$ cat src/include/lcd_macros.svh
`ifndef LCD_MACROS_SVH
`define LCD_MACROS_SVH

// Default timing in clock cycles
`define LCD_SETTLE_CYCLES_DEF 262143
`define LCD_EN_CYCLES_DEF     16

// Frame layout
`define LCD_INIT_LEN   5
`define LCD_LINE1_IDX  5
`define LCD_CHLINE_IDX 21
`define LCD_LINE2_IDX  22
`define LCD_FRAME_LEN  38

// HD44780 commands
`define LCD_CMD_FUNC  8'h38 // 8-bit bus, 2 lines, 5x8 font
`define LCD_CMD_DISP  8'h0C // Display on, no cursor
`define LCD_CMD_CLEAR 8'h01
`define LCD_CMD_ENTRY 8'h06 // Increment, no shift
`define LCD_CMD_LINE1 8'h80
`define LCD_CMD_LINE2 8'hC0

`endif

$ cat src/hdl/text_pkg.sv
package text_pkg;

	// One character code
	typedef logic [7:0] char_t;

	// Column on a line, 0 to 15
	typedef logic [3:0] col_t;

	// 0 is line 1, 1 is line 2
	typedef logic line_t;

endpackage : text_pkg

$ cat src/hdl/lcd_bus_pkg.sv
package lcd_bus_pkg;

	typedef logic [7:0] lcd_byte_t;

	// Index into the 38-entry frame table
	typedef logic [5:0] frame_idx_t;

	typedef enum logic [2:0] {
		IDLE       = 3'd0,
		SEND       = 3'd1,
		SETTLE     = 3'd2,
		NEXT_CHECK = 3'd3,
		LOAD       = 3'd4
	} seq_state_t;

	typedef enum logic [1:0] {
		W_IDLE   = 2'd0,
		W_SETUP  = 2'd1,
		W_ENABLE = 2'd2,
		W_HOLD   = 2'd3
	} wr_state_t;

endpackage : lcd_bus_pkg

$ cat src/hdl/lcd_bus_writer.sv
`timescale 1ns/1ps
`include "lcd_macros.svh"

module lcd_bus_writer #(
	parameter int unsigned EN_CYCLES = `LCD_EN_CYCLES_DEF
) (
	input  logic                   clk,
	input  logic                   rstN,
	input  logic                   start,
	input  lcd_bus_pkg::lcd_byte_t byte_data,
	input  logic                   byte_rs,
	output logic                   done,
	output lcd_bus_pkg::lcd_byte_t lcd_data,
	output logic                   lcd_rs,
	output logic                   lcd_rw,
	output logic                   lcd_en
);
	import lcd_bus_pkg::*;

	localparam int unsigned CNT_W = $clog2(EN_CYCLES + 1);

	wr_state_t        state, state_next;
	logic [CNT_W-1:0] cnt, cnt_next;
	lcd_byte_t        data_next;
	logic             rs_next;

	always_ff @(posedge clk) begin
		if (!rstN) begin
			state <= W_IDLE;
			cnt <= '0;
			lcd_data <= '0;
			lcd_rs <= 1'b0;
		end else begin
			state <= state_next;
			cnt <= cnt_next;
			lcd_data <= data_next;
			lcd_rs <= rs_next;
		end
	end

	always_comb begin
		state_next = state;
		cnt_next = cnt;
		data_next = lcd_data;
		rs_next = lcd_rs;

		case (state)
			W_IDLE: begin
				if (start) begin
					data_next = byte_data; // Held until the next start
					rs_next = byte_rs;
					state_next = W_SETUP;
				end
			end
			W_SETUP: begin
				cnt_next = '0;
				state_next = W_ENABLE;
			end
			W_ENABLE: begin
				if (cnt == CNT_W'(EN_CYCLES - 1))
					state_next = W_HOLD;
				else
					cnt_next = cnt + 1'b1;
			end
			W_HOLD: state_next = W_IDLE;
			default: state_next = W_IDLE;
		endcase
	end

	assign lcd_en = (state == W_ENABLE);
	assign done = (state == W_HOLD); // Seen by the sequencer at the end of hold
	assign lcd_rw = 1'b0; // Write only

	a_data_stable_en: assert property (@(posedge clk) disable iff (!rstN)
		lcd_en |-> $stable(lcd_data));

	a_done_single: assert property (@(posedge clk) disable iff (!rstN)
		done |=> !done);

endmodule : lcd_bus_writer

$ cat src/hdl/lcd_frame_sequencer.sv
`timescale 1ns/1ps
`include "lcd_macros.svh"

module lcd_frame_sequencer #(
	parameter int unsigned SETTLE_CYCLES = `LCD_SETTLE_CYCLES_DEF,
	parameter int unsigned EN_CYCLES     = `LCD_EN_CYCLES_DEF
) (
	input  logic                   clk,
	input  logic                   rstN,
	input  logic                   refresh_req,
	input  text_pkg::char_t        line_1 [0:15],
	input  text_pkg::char_t        line_2 [0:15],
	output logic                   frame_take,
	output logic                   ready,
	output lcd_bus_pkg::lcd_byte_t lcd_data,
	output logic                   lcd_rs,
	output logic                   lcd_rw,
	output logic                   lcd_en
);
	import lcd_bus_pkg::*;

	localparam int unsigned DLY_W = $clog2(SETTLE_CYCLES + 1);

	seq_state_t       state, state_next;
	frame_idx_t       idx, idx_next;
	logic [DLY_W-1:0] dly, dly_next;
	logic             start, start_next;
	lcd_byte_t        byte_data, byte_data_next;
	logic             byte_rs, byte_rs_next;
	logic             done;

	// Table entry registered from idx_next so it always matches idx
	lcd_byte_t        lut_byte;
	logic             lut_rs;
	logic [3:0]       l1_col, l2_col;

	always_ff @(posedge clk) begin
		if (!rstN) begin
			state <= IDLE;
			idx <= '0;
			dly <= '0;
			start <= 1'b0;
			byte_data <= '0;
			byte_rs <= 1'b0;
		end else begin
			state <= state_next;
			idx <= idx_next;
			dly <= dly_next;
			start <= start_next;
			byte_data <= byte_data_next;
			byte_rs <= byte_rs_next;
		end
	end

	always_comb begin
		state_next = state;
		idx_next = idx;
		dly_next = dly;
		start_next = start;
		byte_data_next = byte_data;
		byte_rs_next = byte_rs;

		case (state)
			IDLE: begin
				start_next = 1'b0;
				if (refresh_req) begin // Entry 0 is already in the table register
					state_next = SEND;
					start_next = 1'b1;
					byte_data_next = lut_byte;
					byte_rs_next = lut_rs;
				end
			end

			SEND: begin
				if (done) begin
					start_next = 1'b0;
					dly_next = '0;
					state_next = SETTLE;
				end
			end

			SETTLE: begin
				dly_next = dly + 1'b1;
				if (dly == DLY_W'(SETTLE_CYCLES - 1)) begin
					dly_next = '0;
					idx_next = idx + 1'b1;
					state_next = NEXT_CHECK;
				end
			end

			NEXT_CHECK: begin
				if (idx < frame_idx_t'(`LCD_FRAME_LEN)) begin
					state_next = LOAD;
				end else begin
					idx_next = '0;
					state_next = IDLE;
				end
			end

			LOAD: begin
				byte_data_next = lut_byte;
				byte_rs_next = lut_rs;
				start_next = 1'b1;
				state_next = SEND;
			end

			default: state_next = IDLE;
		endcase
	end

	assign ready = (state == IDLE);
	assign frame_take = (state == IDLE) && refresh_req;

	// Column within each text line
	assign l1_col = 4'(idx_next - frame_idx_t'(`LCD_LINE1_IDX));
	assign l2_col = 4'(idx_next - frame_idx_t'(`LCD_LINE2_IDX));

	always_ff @(posedge clk) begin
		if (idx_next < frame_idx_t'(`LCD_INIT_LEN)) begin
			lut_rs <= 1'b0;
			case (idx_next[2:0])
				3'd0: lut_byte <= `LCD_CMD_FUNC;
				3'd1: lut_byte <= `LCD_CMD_DISP;
				3'd2: lut_byte <= `LCD_CMD_CLEAR;
				3'd3: lut_byte <= `LCD_CMD_ENTRY;
				default: lut_byte <= `LCD_CMD_LINE1;
			endcase
		end else if (idx_next < frame_idx_t'(`LCD_CHLINE_IDX)) begin
			lut_rs <= 1'b1;
			lut_byte <= line_1[l1_col];
		end else if (idx_next == frame_idx_t'(`LCD_CHLINE_IDX)) begin
			lut_rs <= 1'b0;
			lut_byte <= `LCD_CMD_LINE2; // Jump to line 2
		end else begin
			lut_rs <= 1'b1;
			lut_byte <= line_2[l2_col];
		end
	end

	lcd_bus_writer #(
		.EN_CYCLES(EN_CYCLES)
	) writer_i (
		.clk      (clk),
		.rstN     (rstN),
		.start    (start),
		.byte_data(byte_data),
		.byte_rs  (byte_rs),
		.done     (done),
		.lcd_data (lcd_data),
		.lcd_rs   (lcd_rs),
		.lcd_rw   (lcd_rw),
		.lcd_en   (lcd_en)
	);

	// End of table only seen while deciding to stop
	a_idx_range: assert property (@(posedge clk) disable iff (!rstN)
		(idx == frame_idx_t'(`LCD_FRAME_LEN)) |-> (state == NEXT_CHECK));

endmodule : lcd_frame_sequencer

$ cat src/hdl/text_buffer.sv
`timescale 1ns/1ps

module text_buffer (
	input  logic            clk,
	input  logic            rstN,
	input  logic            wr_en,
	input  text_pkg::line_t wr_line,
	input  text_pkg::col_t  wr_col,
	input  text_pkg::char_t wr_char,
	input  logic            refresh,
	input  logic            frame_take,
	output logic            refresh_req,
	output text_pkg::char_t line_1 [0:15],
	output text_pkg::char_t line_2 [0:15]
);
	import text_pkg::*;

	char_t shadow_1 [0:15];
	char_t shadow_2 [0:15];

	// Host side copy
	always_ff @(posedge clk) begin
		if (!rstN) begin
			for (int i = 0; i < 16; i++) begin
				shadow_1[i] <= 8'h20;
				shadow_2[i] <= 8'h20;
			end
		end else if (wr_en) begin
			if (wr_line == 1'b0)
				shadow_1[wr_col] <= wr_char;
			else
				shadow_2[wr_col] <= wr_char;
		end
	end

	// Frame copy frozen while the sequencer sends
	always_ff @(posedge clk) begin
		if (!rstN) begin
			for (int i = 0; i < 16; i++) begin
				line_1[i] <= 8'h20;
				line_2[i] <= 8'h20;
			end
		end else if (frame_take) begin
			line_1 <= shadow_1;
			line_2 <= shadow_2;
		end
	end

	always_ff @(posedge clk) begin
		if (!rstN)
			refresh_req <= 1'b0;
		else if (refresh)
			refresh_req <= 1'b1; // Wins over a take in the same cycle
		else if (frame_take)
			refresh_req <= 1'b0;
	end

	a_take_on_req: assert property (@(posedge clk) disable iff (!rstN)
		frame_take |-> refresh_req);

endmodule : text_buffer

$ cat src/hdl/lcd_display_top.sv
`timescale 1ns/1ps
`include "lcd_macros.svh"

module lcd_display_top #(
	parameter int unsigned SETTLE_CYCLES = `LCD_SETTLE_CYCLES_DEF,
	parameter int unsigned EN_CYCLES     = `LCD_EN_CYCLES_DEF
) (
	input  logic                   clk,
	input  logic                   rstN,
	input  logic                   wr_en,
	input  text_pkg::line_t        wr_line,
	input  text_pkg::col_t         wr_col,
	input  text_pkg::char_t        wr_char,
	input  logic                   refresh,
	output logic                   ready,
	output lcd_bus_pkg::lcd_byte_t lcd_data,
	output logic                   lcd_rs,
	output logic                   lcd_rw,
	output logic                   lcd_en,
	output logic                   lcd_on,
	output logic                   lcd_blon
);
	import text_pkg::*;

	logic  refresh_req;
	logic  frame_take;
	char_t line_1 [0:15];
	char_t line_2 [0:15];

	assign lcd_on = 1'b1;
	assign lcd_blon = 1'b1; // Backlight always on

	text_buffer buffer_i (
		.clk        (clk),
		.rstN       (rstN),
		.wr_en      (wr_en),
		.wr_line    (wr_line),
		.wr_col     (wr_col),
		.wr_char    (wr_char),
		.refresh    (refresh),
		.frame_take (frame_take),
		.refresh_req(refresh_req),
		.line_1     (line_1),
		.line_2     (line_2)
	);

	lcd_frame_sequencer #(
		.SETTLE_CYCLES(SETTLE_CYCLES),
		.EN_CYCLES    (EN_CYCLES)
	) seq_i (
		.clk        (clk),
		.rstN       (rstN),
		.refresh_req(refresh_req),
		.line_1     (line_1),
		.line_2     (line_2),
		.frame_take (frame_take),
		.ready      (ready),
		.lcd_data   (lcd_data),
		.lcd_rs     (lcd_rs),
		.lcd_rw     (lcd_rw),
		.lcd_en     (lcd_en)
	);

endmodule : lcd_display_top

$ cat config.mk
export PLATFORM = sky130hd
export DESIGN_NAME = lcd_display_top
export DESIGN_NICKNAME = d
export VERILOG_FILES = /design/src/hdl/text_pkg.sv /design/src/hdl/lcd_bus_pkg.sv /design/src/hdl/lcd_bus_writer.sv /design/src/hdl/lcd_frame_sequencer.sv /design/src/hdl/text_buffer.sv /design/src/hdl/lcd_display_top.sv
export VERILOG_INCLUDE_DIRS = /design/src /design/src/include
export SDC_FILE = /design/constraint.sdc
export NUM_CORES = 1
export LEC_CHECK = 0
export ABC_AREA = 1
export BUFFER_PORTS_ARGS = -buffer_cell sky130_fd_sc_hd__buf_2
export CAP_MARGIN = 25
export CORE_UTILIZATION = 43
export CTS_BUF_LIST = sky130_fd_sc_hd__clkbuf_4 sky130_fd_sc_hd__clkbuf_8 sky130_fd_sc_hd__clkbuf_16
export DETAILED_ROUTE_END_ITERATION = 8
export SLEW_MARGIN = 0
export SYNTH_ARGS = -nofsm -noshare
export SYNTH_HDL_FRONTEND = slang
export SYNTH_SLANG_ARGS = --single-unit
$ cat constraint.sdc
create_clock -name clk -period 7.6 [get_ports clk]
set_input_delay 2.28 -clock clk [delete_from_list [all_inputs] [get_ports clk]]
set_output_delay 2.28 -clock clk [all_outputs]
set_load 0.01 [all_outputs]
Yosys cells after proc, flatten, opt, wreduce, memory -nomap -nowiden. Cells that the tools add are included. Widths: inputs -> output; s select.

Register bits after elaboration: 575. Input bits: 17. Output and inout bits: 14. Logic and storage cells: 172.

$add $sub $neg: 5. $lt $le $gt $ge: 7. Equality and inequality tests: 19. Multiplexer cells: 41. Bitwise gates (word level): 4. Reduce and logical (&&, ||, !) cells: 19.

Operators by type and width (count): $bwmux 128 (2); $mux 8 (9); $bmux 8 s4 (2); $mux 18 (2); $pmux 18 s2 (1); $demux 8 s4 (1); $pmux 8 s4 (1); $add 18x1->18 const B (1); $eq 18x18->1 const B (1); $pmux 8 s2 (1); $reduce_and 2->1 (8); $ge 5x5->1 const B (3); $not 4->5 (3); $pmux 3 s5 (1); $eq 3x2->1 const B (4); $mux 3 (4); $mux 6 (2); $pmux 6 s2 (1); $ne 2x1->1 const B (5); $pmux 5 s2 (1); $pmux 2 s4 (1); $reduce_bool 2->1 (4); $sub 4x3->4 const B (2); $mux 1 (7); 23 further kinds (28).

Logic depth before layout (Yosys ltp).
Depth in word-level cells: 11. Depth in mapped cells: 24. Depth with buffers taken out: 22.

By module. From an unflattened synthesis, not the netlist that was laid out.

Cells, all modules: 3807. Area total of the unflattened synthesis: 25908.6 um^2.

Modules (own cells, without submodules): text_buffer (times used 1, cells an instance 2656, area an instance 19368.6 um^2); lcd_frame_sequencer (times used 1, cells an instance 1047, area an instance 5764.3 um^2); lcd_bus_writer (times used 1, cells an instance 101, area an instance 757.0 um^2); lcd_display_top (times used 1, cells an instance 3, area an instance 18.8 um^2).

Worst setup path before layout. OpenSTA, ideal clock, no wires.

Path kind: input -> register. From: input wr_en. To: register buffer_i.shadow_1[24] (netlist name). Setup time: 0.116 ns. Data arrival time: 3.614 ns. Data required time: 7.484 ns. Slack: 3.870 ns. Stages: 8. Path buffers: 1. Cell sequence: inv_1 -> nor2_1 -> inv_1 -> clkbuf_1 -> nor3_1 -> inv_1 -> nor2_1 -> nor2_1.

Word-level cells in the longest chain between the ends: 1.

RTL lines: start: declaration (RTL line lcd_display_top.sv:10) `input logic wr_en,`; $reduce_and 2->1 (no line); end signal: indexed assignment (RTL line text_buffer.sv:30) `shadow_1[wr_col] <= wr_char;`; end: declaration (RTL line text_buffer.sv:18) `char_t shadow_1 [0:15];`.

No other way between the ends. A chain may end at the register's enable or synchronous reset.

Final worst setup path.
From: register seq_i.dly[0]. To: register seq_i.lut_byte[4].

Word-level cells in the longest chain between the ends: 11.

RTL lines: start: declaration (RTL line lcd_frame_sequencer.sv:26) `logic [DLY_W-1:0] dly, dly_next;`; start signal: assignment (RTL line lcd_frame_sequencer.sv:48) `dly <= dly_next;`; $eq 18x18->1 * (RTL line lcd_frame_sequencer.sv:84) `if (dly == DLY_W'(SETTLE_CYCLES - 1)) begin`; $mux 6 * (RTL line lcd_frame_sequencer.sv:84); $pmux 6 s2 * (RTL line lcd_frame_sequencer.sv:63) `case (state)`; $sub 4x3->4 (RTL line lcd_frame_sequencer.sv:116) `` assign l2_col = 4'(idx_next - frame_idx_t'(`LCD_LINE2_IDX)); ``; $not 4->5 (implied by the code) (RTL line lcd_frame_sequencer.sv:136) `lut_byte <= line_2[l2_col];`; $bmux 8 s4 (RTL line lcd_frame_sequencer.sv:136); $mux 8 (implied by the code) (2 in series) (RTL line lcd_frame_sequencer.sv:136); $mux 8 (RTL line lcd_frame_sequencer.sv:131) `` end else if (idx_next == frame_idx_t'(`LCD_CHLINE_IDX)) begin ``; $mux 8 (RTL line lcd_frame_sequencer.sv:128) `` end else if (idx_next < frame_idx_t'(`LCD_CHLINE_IDX)) begin ``; $mux 8 * (RTL line lcd_frame_sequencer.sv:119) `` if (idx_next < frame_idx_t'(`LCD_INIT_LEN)) begin ``; end signal: assignment (RTL line lcd_frame_sequencer.sv:130) `lut_byte <= line_1[l1_col];`; end signal: assignment (RTL line lcd_frame_sequencer.sv:133) `` lut_byte <= `LCD_CMD_LINE2; ``; end signal: assignment (RTL line lcd_frame_sequencer.sv:136); end: declaration (RTL line lcd_frame_sequencer.sv:33) `lcd_byte_t lut_byte;`.

Mark *: on every way between the ends. The rest lies on a longest branch, timed or not. The select of a mux whose other input is x is not followed.

==> metrics.md <==
| Metric | Value |
|---|---|
| Via count of the first global-routing pass | `20100` |
| Die area | `56000 um^2` |
| Category of the critical setup timing path | `reg2reg` |
| Cell count of the worst reg-to-reg path | `20` |
| HPWL Detailed | `41800 um` |
| Maximum root-to-sink buffer count | `3` |
| Placeable core area | `54100 um^2` |
| CTS tree | `built` |
| Clock sinks | `575` |
| Cell count after placement | `around 3800` |
| Critical path peak fanout | `79` |
| Worst-path clk slew | `about 0.060 ns` |
| Initial standard-cell utilization of the core | `0.437` |
| Data required time at the worst endpoint | `8.11 ns` |
| Final-layout setup total negative slack | `0 ns` |
| Total CTS buffers | `60` |
| Ys Warns | `0` |
| Vias | `between 20000 and 25000` |
| Minimum clock period | `5.54 ns` |
| Initial antenna violation count | `1` |
| Clock insertion delay at the later pin of the skew report | `0.64 ns` |
| Post-CTS resize count | `0` |
| Synth Cell Area | `23700 um^2` |
| Slew at the pin with the worst max-slew slack | `between 1 and 1.5 ns` |
| Final total power | `7240 uW` |
| Iter 0 DRT Violations | `1931` |
| Placer's final routability congestion estimate | `approximately 0.89` |
| Critical path startpoint category | `register` |
| Worst min-delay path class | `reg2reg` |
| Overall Global Routing Usage | `0.246` |
| Detailed-router iteration count before antenna repair | `5` |
| Worst setup path end | `seq_i.lut_byte[4]$_DFF_P_` |
| Max-cap viol count | `0` |
| Fin. Hold Viols | `0` |
| Share of cells above drive strength 1 | `0.0608` |
| Number of unique standard cell types used by synthesis | `46` |
| Post-layout nets | `about 3200` |
| Result of the run | `complete, no violations` |
| Die Height | `between 200 and 250 um` |
| Setup violations, final | `0` |
| Flops & latches, synth | `approximately 580` |
| Buffers added on ports | `27` |
| Non-filler instance count after layout | `3935` |
| Worst clock skew | `0.0213 ns` |
| Number of cell rows | `between 80 and 90` |
| CTS H-Tree Depth | `2` |
| Global-route wire length before repair | `~110000 um` |
| Remaining Overflow, GRT | `0` |
| Post-route DRC violation count | `0` |
| VDD IR-drop max | `0.000228 V` |
| # fillers | `5436` |
| Worst flop-to-flop path startpoint | `seq_i.dly[0]$_SDFFE_PN0P_` |
| Maximum number of pins on one net before global-route repair | `280` |
| Root buffer cell | `sky130_fd_sc_hd__clkbuf_16` |
| Power density cells | `277 nW/um^2` |
| Post-CTS setup buffers | `0` |
| R2r endpoint | `seq_i.lut_byte[4]$_DFF_P_` |
| Sequential area share after synthesis | `0.486` |
| Worst EP arrival | `6.05 ns` |
| Ports placed on the boundary | `31` |
| Total Routed Length | `69200 um` |
| Average wire length per cell after detail routing | `17.6 um` |
| Worst setup path startpoint | `seq_i.dly[0]$_SDFFE_PN0P_` |
| Number of hold buffers added after cts | `0` |
| Hold Slack | `approximately 0.45 ns` |
| Worst hold stages | `2` |
| Post-DRT Antenna Nets | `0` |
| Area added between synthesis and finish | `10.2%` |
| Final number of max-transition violations | `0` |
| Floorplan die width | `237 um` |
| Cell count after synthesis | `3286` |
| Max-Slew Margin vs Limit | `0.281` |
| Syn_area_per_cell | `7.21 um^2` |
| Average via count per standard cell | `5.42` |
| Static leakage power | `0.0111 uW` |
| Timing-limited maximum frequency | `181 MHz` |
| Critical Path Sink Type | `register` |
| Part of the cycle the worst path needs | `0.729` |
| R2R setup slack | `2.06 ns` |
| Setup repair after global routing missed its margin | `no` |
where the power goes:
| part | switching, uW | internal, uW |
|---|---|---|
| clock | 1240 | 1840 |
| sequential | 90.6 | 3250 |
| combinational | 577 | 237 |
| total | 1910 | 5330 |
Yosys cell counts (all sizes together):
cell type / count / area, um^2
clkbuf: 161 / 604
inv: 260 / 976
a221oi: 3 / 26.3
a211oi: 4 / 30.0
or2: 2 / 12.5
buf: 44 / 297
conb: 2 / 7.51
xor2: 3 / 45.1
a31oi: 1 / 6.26
a21oi: 198 / 991
o221a: 1 / 11.3
nand3b: 3 / 22.5
nor2: 669 / 2540
o22ai: 1 / 6.26
o21bai: 2 / 26.3
o21ai: 467 / 2340
o211ai: 23 / 173
ha: 17 / 213
dfxtp: 575 / 11500
nor3: 8 / 40.0
nand4: 2 / 12.5
clkinv: 5 / 23.8
nor4: 1 / 6.26
o311ai: 1 / 8.76
o2111ai: 1 / 8.76
a21boi: 1 / 11.3
xnor2: 1 / 8.76
nand2: 427 / 1660
o221ai: 2 / 17.5
nand3: 400 / 2030
o2111a: 1 / 11.3
final cells by class:
class | instances | area, um^2 | area share
clock inverters | 19 | 238 | 0.00911
well taps | 696 | 871 | 0.0334
flip-flops and latches | 575 | 11500 | 0.441
repair buffers | 47 | 333 | 0.0128
clock buffers | 90 | 1850 | 0.0709
inverters | 265 | 1010 | 0.0386
multi-input cells | 2242 | 10300 | 0.394
diodes | 1 | 2.50 | 0.0000959
flip-flops by register name, indices dropped and copies added (netlist names):
name	flops
seq_i.lut_byte	8
seq_i.byte_rs	1
seq_i.dly	18
buffer_i.line_2	128
buffer_i.refresh_req	1
seq_i.lut_rs	1
seq_i.byte_data	8
seq_i.start	1
seq_i.writer_i.lcd_rs	1
seq_i.idx	6
seq_i.state	3
seq_i.writer_i.lcd_data	8
buffer_i.shadow_2	128
buffer_i.shadow_1	128
buffer_i.line_1	128
seq_i.writer_i.cnt	5
seq_i.writer_i.state	2
how the worst min path moves through the flow:
| stage | startpoint | to |
|---|---|---|
| after floorplan | seq_i.writer_i.cnt[3]$_SDFFE_PN0P_ | seq_i.writer_i.cnt[3]$_SDFFE_PN0P_ |
| after global placement | seq_i.writer_i.cnt[3]$_SDFFE_PN0P_ | seq_i.writer_i.cnt[3]$_SDFFE_PN0P_ |
| after detailed placement | buffer_i.shadow_2[29]$_SDFFE_PN1P_ | buffer_i.shadow_2[29]$_SDFFE_PN1P_ |
| after CTS | buffer_i.line_2[46]$_SDFFE_PN0P_ | buffer_i.line_2[46]$_SDFFE_PN0P_ |
| after global routing | seq_i.writer_i.cnt[3]$_SDFFE_PN0P_ | seq_i.writer_i.cnt[3]$_SDFFE_PN0P_ |
| final | buffer_i.line_2[78]$_SDFFE_PN0P_ | buffer_i.line_2[78]$_SDFFE_PN0P_ |
cell families after synthesis:
family,after synthesis,synth area share
xor+xnor,4,0.00227
other cells,2,0.000317
simple gates,1512,0.267
flops,575,0.486
compound gates,706,0.155
buf+inv,470,0.0803
fa+ha+maj,17,0.00898
per-layer routing:
metal	wire [um]	vias to the layer above	part of all wire	global-route usage
li1	-	10500	-	-
met3	4590	127	0.066	0.0435
met5	0	-	0	0
met1	30900	10100	0.45	0.325
met2	31600	614	0.46	0.403
met4	2030	0	0.029	0.0860
critical path, cell delays in order (launching register included):
cell and delay [ns]:
sky130_fd_sc_hd__dfxtp_1 0.32, sky130_fd_sc_hd__inv_1 0.10, sky130_fd_sc_hd__ha_1 0.19, sky130_fd_sc_hd__nand2_1 0.06, sky130_fd_sc_hd__inv_1 0.09, sky130_fd_sc_hd__nand3_4 0.11
sky130_fd_sc_hd__o21bai_4 0.31, sky130_fd_sc_hd__nand3_4 0.61, sky130_fd_sc_hd__nand2_4 0.97, sky130_fd_sc_hd__inv_2 0.24, sky130_fd_sc_hd__ha_1 0.37, sky130_fd_sc_hd__buf_4 0.33
sky130_fd_sc_hd__clkinv_1 0.83, sky130_fd_sc_hd__nand3_1 0.39, sky130_fd_sc_hd__nand3_1 0.11, sky130_fd_sc_hd__nand3_1 0.08, sky130_fd_sc_hd__nand2_1 0.05, sky130_fd_sc_hd__nand2_1 0.05
sky130_fd_sc_hd__nand2_1 0.05, sky130_fd_sc_hd__nand2_1 0.06, sky130_fd_sc_hd__nand2_1 0.05
cell usage in the layout (no fill, tap or decap), types with 4 or more instances in the layout:
master / instances
sky130_fd_sc_hd__dfxtp_1: 575
sky130_fd_sc_hd__nand2_2: 6
sky130_fd_sc_hd__buf_4: 17
sky130_fd_sc_hd__o21ai_1: 11
sky130_fd_sc_hd__inv_2: 9
sky130_fd_sc_hd__nor2_1: 662
sky130_fd_sc_hd__bufinv_16: 5
sky130_fd_sc_hd__buf_2: 26
sky130_fd_sc_hd__nand2_4: 7
sky130_fd_sc_hd__clkbuf_16: 61
sky130_fd_sc_hd__o21ai_0: 455
sky130_fd_sc_hd__clkbuf_8: 17
sky130_fd_sc_hd__a211oi_1: 4
sky130_fd_sc_hd__clkinv_2: 9
sky130_fd_sc_hd__clkbuf_4: 12
sky130_fd_sc_hd__inv_1: 250
sky130_fd_sc_hd__a21oi_1: 198
sky130_fd_sc_hd__o211ai_1: 23
sky130_fd_sc_hd__clkinv_1: 4
sky130_fd_sc_hd__nor3_1: 8
sky130_fd_sc_hd__nand3_1: 397
sky130_fd_sc_hd__nor2_2: 4
sky130_fd_sc_hd__nand2_1: 414
sky130_fd_sc_hd__ha_1: 17
through the flow:
stage	util	cell area, um^2	setup slack, ns
after CTS	0.482	26100	2.07
after global routing	0.482	26100	1.44
final	0.482	26100	2.06
after global placement	0.443	24000	2.38
after detailed placement	0.443	24000	2.10
after floorplan	-	23700	3.87
Note: power is estimated with default switching activity, not from simulation.
